===== src/source/fpu_pkg.sv =====
package fpu_pkg;

    // ----------------------------------------------------------------------
    // Widths
    // ----------------------------------------------------------------------
    localparam int unsigned FLEN          = 32; // Scalar FP32 only
    localparam int unsigned TRANS_ID_BITS = 3;
    localparam int unsigned STATUS_BITS   = 5;  // NV DZ OF UF NX
    localparam int unsigned CLASS_BITS    = 10; // RISC-V fclass mask
    localparam int unsigned EXP_BITS      = 8;
    localparam int unsigned MAN_BITS      = 23;
    localparam int unsigned PIPE_DEPTH    = 2;  // Register stages in the unit

    typedef logic [FLEN-1:0]          fp_word_t;
    typedef logic [TRANS_ID_BITS-1:0] trans_id_t;
    typedef logic [STATUS_BITS-1:0]   fp_status_t;
    typedef logic [2:0]               rm_t;       // Carries the op variant here
    typedef logic [CLASS_BITS-1:0]    fp_class_t;

    // Flag position inside fp_status_t
    localparam int unsigned STATUS_NV = 4;      // Invalid operation, MSB

    // Class mask bit positions, RISC-V order
    localparam int unsigned CLS_NEG_INF  = 0;
    localparam int unsigned CLS_NEG_NORM = 1;
    localparam int unsigned CLS_NEG_SUB  = 2;
    localparam int unsigned CLS_NEG_ZERO = 3;
    localparam int unsigned CLS_POS_ZERO = 4;
    localparam int unsigned CLS_POS_SUB  = 5;
    localparam int unsigned CLS_POS_NORM = 6;
    localparam int unsigned CLS_POS_INF  = 7;
    localparam int unsigned CLS_SNAN     = 8;
    localparam int unsigned CLS_QNAN     = 9;

    localparam fp_word_t CANON_NAN = 32'h7fc00000; // Canonical quiet NaN

    // ----------------------------------------------------------------------
    // Operator encodings
    // ----------------------------------------------------------------------
    // Core side operators, non-computational subset
    typedef enum logic [2:0] {
        FSGNJ    = 3'd0,
        FMIN_MAX = 3'd1,
        FCMP     = 3'd2,
        FCLASS   = 3'd3,
        FMV_F2X  = 3'd4,
        FMV_X2F  = 3'd5
    } fu_op_e;

    // Unit side operations, variant already folded in
    typedef enum logic [3:0] {
        SGNJ     = 4'd0,
        SGNJN    = 4'd1,
        SGNJX    = 4'd2,
        PASS     = 4'd3,
        MIN      = 4'd4,
        MAX      = 4'd5,
        CMP_LE   = 4'd6,
        CMP_LT   = 4'd7,
        CMP_EQ   = 4'd8,
        CLASSIFY = 4'd9
    } nc_op_e;

endpackage


===== src/source/fp_op_decode.sv =====
module fp_op_decode (
    input  fpu_pkg::fu_op_e operator_i, // Core operator
    input  fpu_pkg::rm_t    fpu_rm_i,   // Variant select in bits [1:0]
    output fpu_pkg::nc_op_e nc_op_o     // Unit operation
);

    // ----------------------------------------------------------------------
    // Operator translation
    // ----------------------------------------------------------------------
    // rm bit 2 carries no meaning for FP32 only
    always_comb begin : op_translation
        nc_op_o = fpu_pkg::PASS; // Safe fallback for anything unknown

        unique case (operator_i)
            // Sign injection, variant in rm
            fpu_pkg::FSGNJ: begin
                unique case (fpu_rm_i[1:0])
                    2'b00:   nc_op_o = fpu_pkg::SGNJ;
                    2'b01:   nc_op_o = fpu_pkg::SGNJN;
                    2'b10:   nc_op_o = fpu_pkg::SGNJX;
                    default: nc_op_o = fpu_pkg::PASS; // Illegal rm
                endcase
            end

            // Min or max, variant in rm
            fpu_pkg::FMIN_MAX: begin
                unique case (fpu_rm_i[1:0])
                    2'b00:   nc_op_o = fpu_pkg::MIN;
                    2'b01:   nc_op_o = fpu_pkg::MAX;
                    default: nc_op_o = fpu_pkg::PASS;
                endcase
            end

            // Comparisons le / lt / eq
            fpu_pkg::FCMP: begin
                unique case (fpu_rm_i[1:0])
                    2'b00:   nc_op_o = fpu_pkg::CMP_LE;
                    2'b01:   nc_op_o = fpu_pkg::CMP_LT;
                    2'b10:   nc_op_o = fpu_pkg::CMP_EQ;
                    default: nc_op_o = fpu_pkg::PASS;
                endcase
            end

            fpu_pkg::FCLASS: nc_op_o = fpu_pkg::CLASSIFY; // rm don't care

            // Moves need no recoding, bits go straight through
            fpu_pkg::FMV_F2X,
            fpu_pkg::FMV_X2F: nc_op_o = fpu_pkg::PASS;

            default: nc_op_o = fpu_pkg::PASS;
        endcase
    end

endmodule


===== src/source/fp_issue_hold.sv =====
module fp_issue_hold (
    input  logic                clk_i,
    input  logic                rst_ni,
    input  logic                flush_i,
    // Issue side, inverted protocol
    input  logic                fpu_valid_i,   // One cycle pulse per op
    output logic                fpu_ready_o,
    input  fpu_pkg::nc_op_e     nc_op_i,
    input  fpu_pkg::fp_word_t   operand_a_i,
    input  fpu_pkg::fp_word_t   operand_b_i,
    input  fpu_pkg::trans_id_t  trans_id_i,
    // Unit side, valid / ready
    input  logic                issue_ready_i,
    output logic                issue_valid_o,
    output fpu_pkg::nc_op_e     nc_op_o,
    output fpu_pkg::fp_word_t   operand_a_o,
    output fpu_pkg::fp_word_t   operand_b_o,
    output fpu_pkg::trans_id_t  tag_o
);

    typedef enum logic {READY, STALL} state_e;

    state_e state_q, state_d;

    logic hold_en;  // Capture incoming op into hold reg
    logic use_hold; // Feed the unit from hold reg

    // Hold register, one decoded op
    fpu_pkg::nc_op_e    nc_op_q;
    fpu_pkg::fp_word_t  operand_a_q;
    fpu_pkg::fp_word_t  operand_b_q;
    fpu_pkg::trans_id_t tag_q;

    // ----------------------------------------------------------------------
    // Protocol inversion FSM
    // ----------------------------------------------------------------------
    always_comb begin : issue_fsm
        fpu_ready_o   = 1'b0;
        issue_valid_o = 1'b0;
        hold_en       = 1'b0;
        use_hold      = 1'b0;
        state_d       = state_q;

        unique case (state_q)
            READY: begin
                fpu_ready_o   = 1'b1;        // Looks ready to the core
                issue_valid_o = fpu_valid_i; // Pulse goes straight to unit
                // Unit busy, park the op and block further issue
                if (fpu_valid_i && !issue_ready_i) begin
                    fpu_ready_o = 1'b0;
                    hold_en     = 1'b1;
                    state_d     = STALL;
                end
            end
            STALL: begin
                issue_valid_o = 1'b1; // Held op pending
                use_hold      = 1'b1;
                if (issue_ready_i) begin
                    fpu_ready_o = 1'b1;  // Taken this cycle, reopen
                    state_d     = READY;
                end
            end
            default: state_d = READY;
        endcase

        if (flush_i) state_d = READY; // Drops a held op too
    end

    always_ff @(posedge clk_i or negedge rst_ni) begin : hold_reg
        if (!rst_ni) begin
            state_q     <= READY;
            nc_op_q     <= fpu_pkg::PASS;
            operand_a_q <= '0;
            operand_b_q <= '0;
            tag_q       <= '0;
        end else begin
            state_q <= state_d;
            if (hold_en) begin
                nc_op_q     <= nc_op_i;
                operand_a_q <= operand_a_i;
                operand_b_q <= operand_b_i;
                tag_q       <= trans_id_i;
            end
        end
    end

    // Direct or held data toward the unit
    assign nc_op_o     = use_hold ? nc_op_q     : nc_op_i;
    assign operand_a_o = use_hold ? operand_a_q : operand_a_i;
    assign operand_b_o = use_hold ? operand_b_q : operand_b_i;
    assign tag_o       = use_hold ? tag_q       : trans_id_i;

endmodule


===== src/source/fp_operand_class.sv =====
module fp_operand_class (
    input  fpu_pkg::fp_word_t  operand_i,
    output fpu_pkg::fp_class_t class_o    // One-hot class mask
);

    logic                         sign;
    logic [fpu_pkg::EXP_BITS-1:0] exponent;
    logic [fpu_pkg::MAN_BITS-1:0] mantissa;
    logic                         exp_ones;  // Inf or NaN
    logic                         exp_zero;  // Zero or subnormal
    logic                         man_zero;

    // Field split
    assign sign     = operand_i[fpu_pkg::FLEN-1];
    assign exponent = operand_i[fpu_pkg::MAN_BITS +: fpu_pkg::EXP_BITS];
    assign mantissa = operand_i[fpu_pkg::MAN_BITS-1:0];

    assign exp_ones = &exponent;
    assign exp_zero = ~|exponent;
    assign man_zero = ~|mantissa;

    always_comb begin : classify
        class_o = '0;
        if (exp_ones && !man_zero) begin
            // Quiet bit is the mantissa MSB, sign ignored
            if (mantissa[fpu_pkg::MAN_BITS-1]) class_o[fpu_pkg::CLS_QNAN] = 1'b1;
            else                               class_o[fpu_pkg::CLS_SNAN] = 1'b1;
        end else if (exp_ones) begin
            if (sign) class_o[fpu_pkg::CLS_NEG_INF] = 1'b1;
            else      class_o[fpu_pkg::CLS_POS_INF] = 1'b1;
        end else if (exp_zero && man_zero) begin
            if (sign) class_o[fpu_pkg::CLS_NEG_ZERO] = 1'b1;
            else      class_o[fpu_pkg::CLS_POS_ZERO] = 1'b1;
        end else if (exp_zero) begin
            // Denormal, no hidden one
            if (sign) class_o[fpu_pkg::CLS_NEG_SUB] = 1'b1;
            else      class_o[fpu_pkg::CLS_POS_SUB] = 1'b1;
        end else begin
            if (sign) class_o[fpu_pkg::CLS_NEG_NORM] = 1'b1;
            else      class_o[fpu_pkg::CLS_POS_NORM] = 1'b1;
        end
    end

endmodule


===== src/source/fp_noncomp_pipe.sv =====
module fp_noncomp_pipe (
    input  logic                 clk_i,
    input  logic                 rst_ni,
    input  logic                 flush_i,
    // Issue side
    input  logic                 issue_valid_i,
    output logic                 issue_ready_o,
    input  fpu_pkg::nc_op_e      nc_op_i,
    input  fpu_pkg::fp_word_t    operand_a_i,
    input  fpu_pkg::fp_word_t    operand_b_i,
    input  fpu_pkg::trans_id_t   tag_i,
    // Writeback side
    input  logic                 fpu_ready_i,
    output logic                 fpu_valid_o,
    output fpu_pkg::fp_word_t    result_o,
    output fpu_pkg::trans_id_t   fpu_trans_id_o,
    output fpu_pkg::fp_status_t  fpu_status_o
);

    localparam int unsigned SB = fpu_pkg::FLEN - 1; // Sign bit

    logic [fpu_pkg::PIPE_DEPTH-1:0] valid_q; // One bit per stage
    logic                           stall;   // Whole pipe frozen

    fpu_pkg::fp_class_t cls_a, cls_b;

    // Stage 1 payload
    fpu_pkg::nc_op_e    s1_op_q;
    fpu_pkg::fp_word_t  s1_a_q, s1_b_q;
    fpu_pkg::fp_class_t s1_cls_a_q, s1_cls_b_q;
    fpu_pkg::trans_id_t s1_tag_q;

    // Stage 2 payload
    fpu_pkg::fp_word_t   s2_res_q;
    fpu_pkg::fp_status_t s2_status_q;
    fpu_pkg::trans_id_t  s2_tag_q;

    fpu_pkg::fp_word_t   res_d;
    fpu_pkg::fp_status_t status_d;
    logic a_nan, b_nan, any_nan, any_snan, both_zero;
    logic a_lt_b;   // Total order, -0 below +0
    logic cmp_lt, cmp_eq;

    assign stall         = fpu_valid_o && !fpu_ready_i; // Result not taken
    assign issue_ready_o = !stall;

    fp_operand_class u_class_a (.operand_i(operand_a_i), .class_o(cls_a));
    fp_operand_class u_class_b (.operand_i(operand_b_i), .class_o(cls_b));

    // ----------------------------------------------------------------------
    // Operation logic, works on stage 1 contents
    // ----------------------------------------------------------------------
    assign a_nan     = s1_cls_a_q[fpu_pkg::CLS_SNAN] | s1_cls_a_q[fpu_pkg::CLS_QNAN];
    assign b_nan     = s1_cls_b_q[fpu_pkg::CLS_SNAN] | s1_cls_b_q[fpu_pkg::CLS_QNAN];
    assign any_nan   = a_nan | b_nan;
    assign any_snan  = s1_cls_a_q[fpu_pkg::CLS_SNAN] | s1_cls_b_q[fpu_pkg::CLS_SNAN];
    assign both_zero = (s1_cls_a_q[fpu_pkg::CLS_NEG_ZERO] | s1_cls_a_q[fpu_pkg::CLS_POS_ZERO])
                     & (s1_cls_b_q[fpu_pkg::CLS_NEG_ZERO] | s1_cls_b_q[fpu_pkg::CLS_POS_ZERO]);

    always_comb begin : order
        if (s1_a_q[SB] != s1_b_q[SB]) a_lt_b = s1_a_q[SB];              // Negative wins
        else if (s1_a_q[SB])          a_lt_b = s1_a_q[SB-1:0] > s1_b_q[SB-1:0];
        else                          a_lt_b = s1_a_q[SB-1:0] < s1_b_q[SB-1:0];
    end

    // IEEE compare treats both zeros as equal
    assign cmp_eq = (s1_a_q == s1_b_q) | both_zero;
    assign cmp_lt = a_lt_b & ~both_zero;

    always_comb begin : execute
        res_d    = s1_a_q;
        status_d = '0;
        unique case (s1_op_q)
            fpu_pkg::SGNJ:  res_d = {s1_b_q[SB], s1_a_q[SB-1:0]};
            fpu_pkg::SGNJN: res_d = {~s1_b_q[SB], s1_a_q[SB-1:0]};
            fpu_pkg::SGNJX: res_d = {s1_a_q[SB] ^ s1_b_q[SB], s1_a_q[SB-1:0]};
            fpu_pkg::PASS:  res_d = s1_a_q;
            fpu_pkg::MIN, fpu_pkg::MAX: begin
                if (a_nan && b_nan) res_d = fpu_pkg::CANON_NAN;
                else if (a_nan)     res_d = s1_b_q;  // Take the number
                else if (b_nan)     res_d = s1_a_q;
                else if (s1_op_q == fpu_pkg::MIN) res_d = a_lt_b ? s1_a_q : s1_b_q;
                else                res_d = a_lt_b ? s1_b_q : s1_a_q;
                status_d[fpu_pkg::STATUS_NV] = any_snan;
            end
            fpu_pkg::CMP_LE: begin
                res_d = {{SB{1'b0}}, ~any_nan & (cmp_lt | cmp_eq)};
                status_d[fpu_pkg::STATUS_NV] = any_nan; // Signaling compare
            end
            fpu_pkg::CMP_LT: begin
                res_d = {{SB{1'b0}}, ~any_nan & cmp_lt};
                status_d[fpu_pkg::STATUS_NV] = any_nan;
            end
            fpu_pkg::CMP_EQ: begin
                res_d = {{SB{1'b0}}, ~any_nan & cmp_eq};
                status_d[fpu_pkg::STATUS_NV] = any_snan; // Quiet compare
            end
            fpu_pkg::CLASSIFY: res_d = {{(fpu_pkg::FLEN-fpu_pkg::CLASS_BITS){1'b0}}, s1_cls_a_q};
            default: res_d = s1_a_q;
        endcase
    end

    // ----------------------------------------------------------------------
    // Pipeline registers
    // ----------------------------------------------------------------------
    always_ff @(posedge clk_i or negedge rst_ni) begin : pipe_valid
        if (!rst_ni) begin
            valid_q <= '0;
        end else if (flush_i) begin
            valid_q <= '0; // Drops in-flight ops and any pulse this cycle
        end else if (!stall) begin
            valid_q <= {valid_q[fpu_pkg::PIPE_DEPTH-2:0], issue_valid_i};
        end
    end

    always_ff @(posedge clk_i or negedge rst_ni) begin : pipe_data
        if (!rst_ni) begin
            s1_op_q     <= fpu_pkg::PASS;
            s1_a_q      <= '0;
            s1_b_q      <= '0;
            s1_cls_a_q  <= '0;
            s1_cls_b_q  <= '0;
            s1_tag_q    <= '0;
            s2_res_q    <= '0;
            s2_status_q <= '0;
            s2_tag_q    <= '0;
        end else if (!stall) begin
            if (issue_valid_i) begin // Stage 1 capture
                s1_op_q    <= nc_op_i;
                s1_a_q     <= operand_a_i;
                s1_b_q     <= operand_b_i;
                s1_cls_a_q <= cls_a;
                s1_cls_b_q <= cls_b;
                s1_tag_q   <= tag_i;
            end
            if (valid_q[0]) begin    // Stage 2 capture
                s2_res_q    <= res_d;
                s2_status_q <= status_d;
                s2_tag_q    <= s1_tag_q;
            end
        end
    end

    assign fpu_valid_o    = valid_q[fpu_pkg::PIPE_DEPTH-1];
    assign result_o       = s2_res_q;
    assign fpu_trans_id_o = s2_tag_q;
    assign fpu_status_o   = s2_status_q;

endmodule


===== src/source/fpu_wrap.sv =====
module fpu_wrap (
    input  logic                 clk_i,
    input  logic                 rst_ni,
    input  logic                 flush_i,
    // From issue
    input  logic                 fpu_valid_i,
    output logic                 fpu_ready_o,
    input  fpu_pkg::fu_op_e      operator_i,
    input  fpu_pkg::rm_t         fpu_rm_i,
    input  fpu_pkg::fp_word_t    operand_a_i,
    input  fpu_pkg::fp_word_t    operand_b_i,
    input  fpu_pkg::trans_id_t   trans_id_i,
    // To writeback
    input  logic                 fpu_ready_i,
    output logic                 fpu_valid_o,
    output fpu_pkg::fp_word_t    result_o,
    output fpu_pkg::trans_id_t   fpu_trans_id_o,
    output fpu_pkg::fp_status_t  fpu_status_o
);

    fpu_pkg::nc_op_e    nc_op_dec;   // Decoder output
    logic               issue_valid;
    logic               issue_ready;
    fpu_pkg::nc_op_e    nc_op;       // Toward the unit
    fpu_pkg::fp_word_t  operand_a;
    fpu_pkg::fp_word_t  operand_b;
    fpu_pkg::trans_id_t tag;

    // ----------------------------------------------------------------------
    // Decode, protocol inversion, execution
    // ----------------------------------------------------------------------
    fp_op_decode u_decode (
        .operator_i (operator_i),
        .fpu_rm_i   (fpu_rm_i),
        .nc_op_o    (nc_op_dec)
    );

    fp_issue_hold u_hold (
        .clk_i         (clk_i),
        .rst_ni        (rst_ni),
        .flush_i       (flush_i),
        .fpu_valid_i   (fpu_valid_i),
        .fpu_ready_o   (fpu_ready_o),
        .nc_op_i       (nc_op_dec),
        .operand_a_i   (operand_a_i),
        .operand_b_i   (operand_b_i),
        .trans_id_i    (trans_id_i),
        .issue_ready_i (issue_ready),
        .issue_valid_o (issue_valid),
        .nc_op_o       (nc_op),
        .operand_a_o   (operand_a),
        .operand_b_o   (operand_b),
        .tag_o         (tag)
    );

    // Downstream ready is real back-pressure here
    fp_noncomp_pipe u_pipe (
        .clk_i          (clk_i),
        .rst_ni         (rst_ni),
        .flush_i        (flush_i),
        .issue_valid_i  (issue_valid),
        .issue_ready_o  (issue_ready),
        .nc_op_i        (nc_op),
        .operand_a_i    (operand_a),
        .operand_b_i    (operand_b),
        .tag_i          (tag),
        .fpu_ready_i    (fpu_ready_i),
        .fpu_valid_o    (fpu_valid_o),
        .result_o       (result_o),
        .fpu_trans_id_o (fpu_trans_id_o),
        .fpu_status_o   (fpu_status_o)
    );

endmodule


===== config.mk =====
export PLATFORM = sky130hd
export DESIGN_NAME = fpu_wrap
export DESIGN_NICKNAME = d
export VERILOG_FILES = /design/src/source/fpu_pkg.sv /design/src/source/fp_op_decode.sv /design/src/source/fp_issue_hold.sv /design/src/source/fp_operand_class.sv /design/src/source/fp_noncomp_pipe.sv /design/src/source/fpu_wrap.sv
export SDC_FILE = /design/constraint.sdc
export NUM_CORES = 1
export LEC_CHECK = 0
export CAP_MARGIN = 20
export CORE_UTILIZATION = 33
export DETAILED_ROUTE_END_ITERATION = 6
export DONT_BUFFER_PORTS = 1
export GPL_TIMING_DRIVEN = 0
export PLACE_DENSITY = 0.44
export SYNTH_ARGS = -nofsm -noshare
export SYNTH_HDL_FRONTEND = slang
export SYNTH_SLANG_ARGS = --single-unit

===== constraint.sdc =====
create_clock -name clk_i -period 3.6 [get_ports clk_i]
set_input_delay 0.18 -clock clk_i [delete_from_list [all_inputs] [get_ports clk_i]]
set_output_delay 0.18 -clock clk_i [all_outputs]
set_load 0.03 [all_outputs]

==> impl_results.md <==
- Maximum number of pins on one net before global-route repair: 196
- Slew Limit Fails: 0
- Clock Latency Late Sink: 0.45 ns
- Sequential fraction of the synthesis area: 48.7%
- Average wire per cell in the routed design: 20.6 um
- R2r worst-path depth: 12
- Port Buffers: 0
- Final wirelength: 33.9 mm
- IO Count: 120
- Share of post-route cells with drive strength above 1: 5.57%
- Hold Worst Slack: -0.579 ns
- VDD IR max: 0.303 mV
- Vias in the first global route: 8622
- Synth unique cells: 58
- TritonCTS sink count: 195
- Grt ovf: 0
- Least-Margin Pin Slew: 0.986 ns
- Maximum clock frequency: 287 MHz
- Clock Pin Slew Worst Setup and Hold Paths: 0.09 ns
- TNS Setup: 0 ns
- Pre-Repair DR Iteration Count: 5
- Synth async-reset ratio: 100%
- Final setup viols: 0
- Commonest cells after routing, fill and taps aside: 359 x nand2_1, 190 x dfrtp_1, 100 x o21ai_0, 72 x dlygate4sd3_1, 68 x mux2i_1
- Syn_area_per_cell: 8.71 sq um
- RePlAce Congestion: 0.857
- Total CTS buffers: 17
- Die area: 31100 sq um
- Synth Area in Simple Gates: 21.4%
- Area delta synth->final: 18.2%
- Detailed Place HPWL: 25.1 mm
- Failing checks: hold timing
- CTS tree: done
- First-pass GRT wire length: 52.5 mm
- Cts hold-fix bufs: 72
- Period Utilization, post-route: 96.7%
- Placeable core area: 29800 sq um
- Antenna Violating Nets Remaining: 0
- Leakage: 0.00522 uW
- Register bit total from synthesis: 195
- Multiplexer share of the synthesized area: 7.23%
- Final Hold Vio Count: 195
- Vias: 8467
- FP Rows: 63
- Worst Setup Start Kind: flip-flop
- Final min period: 3.48 ns
- Root Buffer: clkbuf_16
- Hold Crit Class: in -> async
- CP Max Fanout: 10
- Most common cell after layout, fill and taps aside: nand2_1
- Post-Synthesis Cells: 1151
- NumNets Final: 1355
- Post-route clock skew: 0.0108 ns
- Fillers: 3071
- Fin util: 39.7%
- Area of the mapped netlist: 10000 sq um
- Post-synth EDFFs: 0
- Vias/cell: 5.14
- Synth Area in Adders: 4.12%
- DR iter-0 viols: 460
- Synth Area in XOR/XNOR: 0.175%
- CP required: 3.97 ns
- Starting Density: 33.6%
- CP arrival: 3.85 ns
- Max Cap Viol: 0
- Syn. warnings: 0
- Die width: 176 um
- Synth Area in Compound Gates: 13.9%
- Global-route usage over all layers: 22.6%
- Pwr Density: 515 nW/um^2
- CP Capture Type: flip-flop
- Status: finished with violations
- Largest family of logic cells by synthesized area: simple AND/OR/NAND/NOR gates
- Most used flip-flop cell after synthesis: dfrtp_1
- Bufs on Longest Clock Path: 2
- Initial antenna violation count: 1
- Remaining DRCs: 0
- CTS H-Tree Depth: 4
- Setup Crit Path Kind: reg -> reg
- Die Height: 176 um
- Slew headroom: 33.6%
-- registers in the layout, summed over array words and instances (netlist names), 10 cells and up --
name	cells
u_pipe.result_o	32
u_hold.operand_b_q	32
u_hold.operand_a_q	32
u_pipe.s1_cls_a_q	10
u_pipe.s1_a_q	32
u_pipe.s1_b_q	32
-- metrics by stage --
stage	total power, uW	worst slack, ns	area [sq um]	cells	hold WS, ns
4_1_cts	6140	0.0299	11800	1647	-0.591
3_5_place_dp	4120	-0.530	10500	1544	-0.0999
6_report	6090	0.119	11800	1648	-0.579
5_1_grt	6430	-0.00595	11800	1648	-0.596
3_3_place_gp	4090	-0.492	10500	1544	-0.106
2_1_floorplan	3740	0.731	10000	1154	-0.116
-- final timing paths --
check                                        from                endpoint  slack, ns
max reg2reg                     u_pipe.s1_a_q[31]     u_pipe.result_o[11]       0.12
min                                        rst_ni     u_pipe.result_o[30]      -0.58
min reg2reg                u_hold.operand_a_q[24]  u_hold.operand_a_q[24]       0.48
min in group clk_i                  trans_id_i[0]      u_pipe.s1_tag_q[0]       0.02
max in group asynchronous                  rst_ni  u_hold.operand_b_q[25]       3.65
max                             u_pipe.s1_a_q[31]     u_pipe.result_o[11]       0.12
-- worst max-delay path: stages (launching register included) --
cell and delay, ns:
dfrtp_1 0.46, inv_1 0.09, ha_1 0.38, nand4b_1 0.21
or4_1 0.47, or3_1 0.45, nand2_1 0.13, mux2i_4 0.11
xor2_1 0.18, a21oi_1 0.37, buf_4 0.27, nand2_1 0.07
a31oi_1 0.19
-- kinds of logic after synthesis --
group	count (synthesis)
AO/OA/AOI/OAI	236
XOR/XNOR	2
multiplexers	71
adder cells (fa/ha/maj)	33
flip-flops	195
buffers and inverters	107
other	1
AND/OR/NAND/NOR	506
-- synth_stat cells (all sizes together), types with 5 or more instances --
cell type | number | share of area, %
nand2 | 359 | 13
dfrtp | 191 | 48
o21ai | 101 | 5.0
mux2i | 70 | 7.1
a21oi | 63 | 3.2
clkbuf | 50 | 1.9
nor2 | 44 | 1.6
inv | 37 | 1.4
ha | 33 | 4.1
nand3 | 22 | 1.1
nor4 | 22 | 1.4
buf | 20 | 1.1
a22oi | 18 | 1.3
nand4 | 16 | 1.0
a31oi | 14 | 0.87
nor3 | 11 | 0.55
a221o | 9 | 0.90
nor2b | 6 | 0.37
o31ai | 6 | 0.45
o22ai | 5 | 0.31
-- area by class of cell --
class                   instances  area [sq um]  area share (%)
clock inverters                15           153            1.29
multi-input cells             852          4730            39.9
plain buffers                  69           299            2.52
well taps                     390           488            4.12
inverters                      37           139            1.17
flip-flops and latches        195          4890            41.3
clock buffers                  17           425            3.59
diodes                          1          2.50          0.0211
repair buffers                 72           721            6.08
-- power by group --
| group | leakage, uW | total (uW) | switching, uW | internal, uW |
|---|---|---|---|---|
| sequential | 0.00243 | 3140 | 569 | 2570 |
| combinational | 0.00250 | 1010 | 573 | 438 |
| clock | 0.000289 | 1940 | 1010 | 936 |
-- what timing repair did --
action | 4_1_cts | 5_1_grt
setup endpoints to repair | 59 | 17
gates resized for setup | 3 | 8
hold endpoints to repair | 324 | 195
pin swaps | 0 | 0
setup buffers | 0 | 0
-- metal layers --
layer,wire length (um),vias up,GRT usage (%)
li1,-,4149,-
met1,16700,4107,32.3
met2,15300,177,35.5
met3,1400,34,3.75
met4,507,0,5.80
met5,0,-,0
Power figures use the tool's default switching activity.
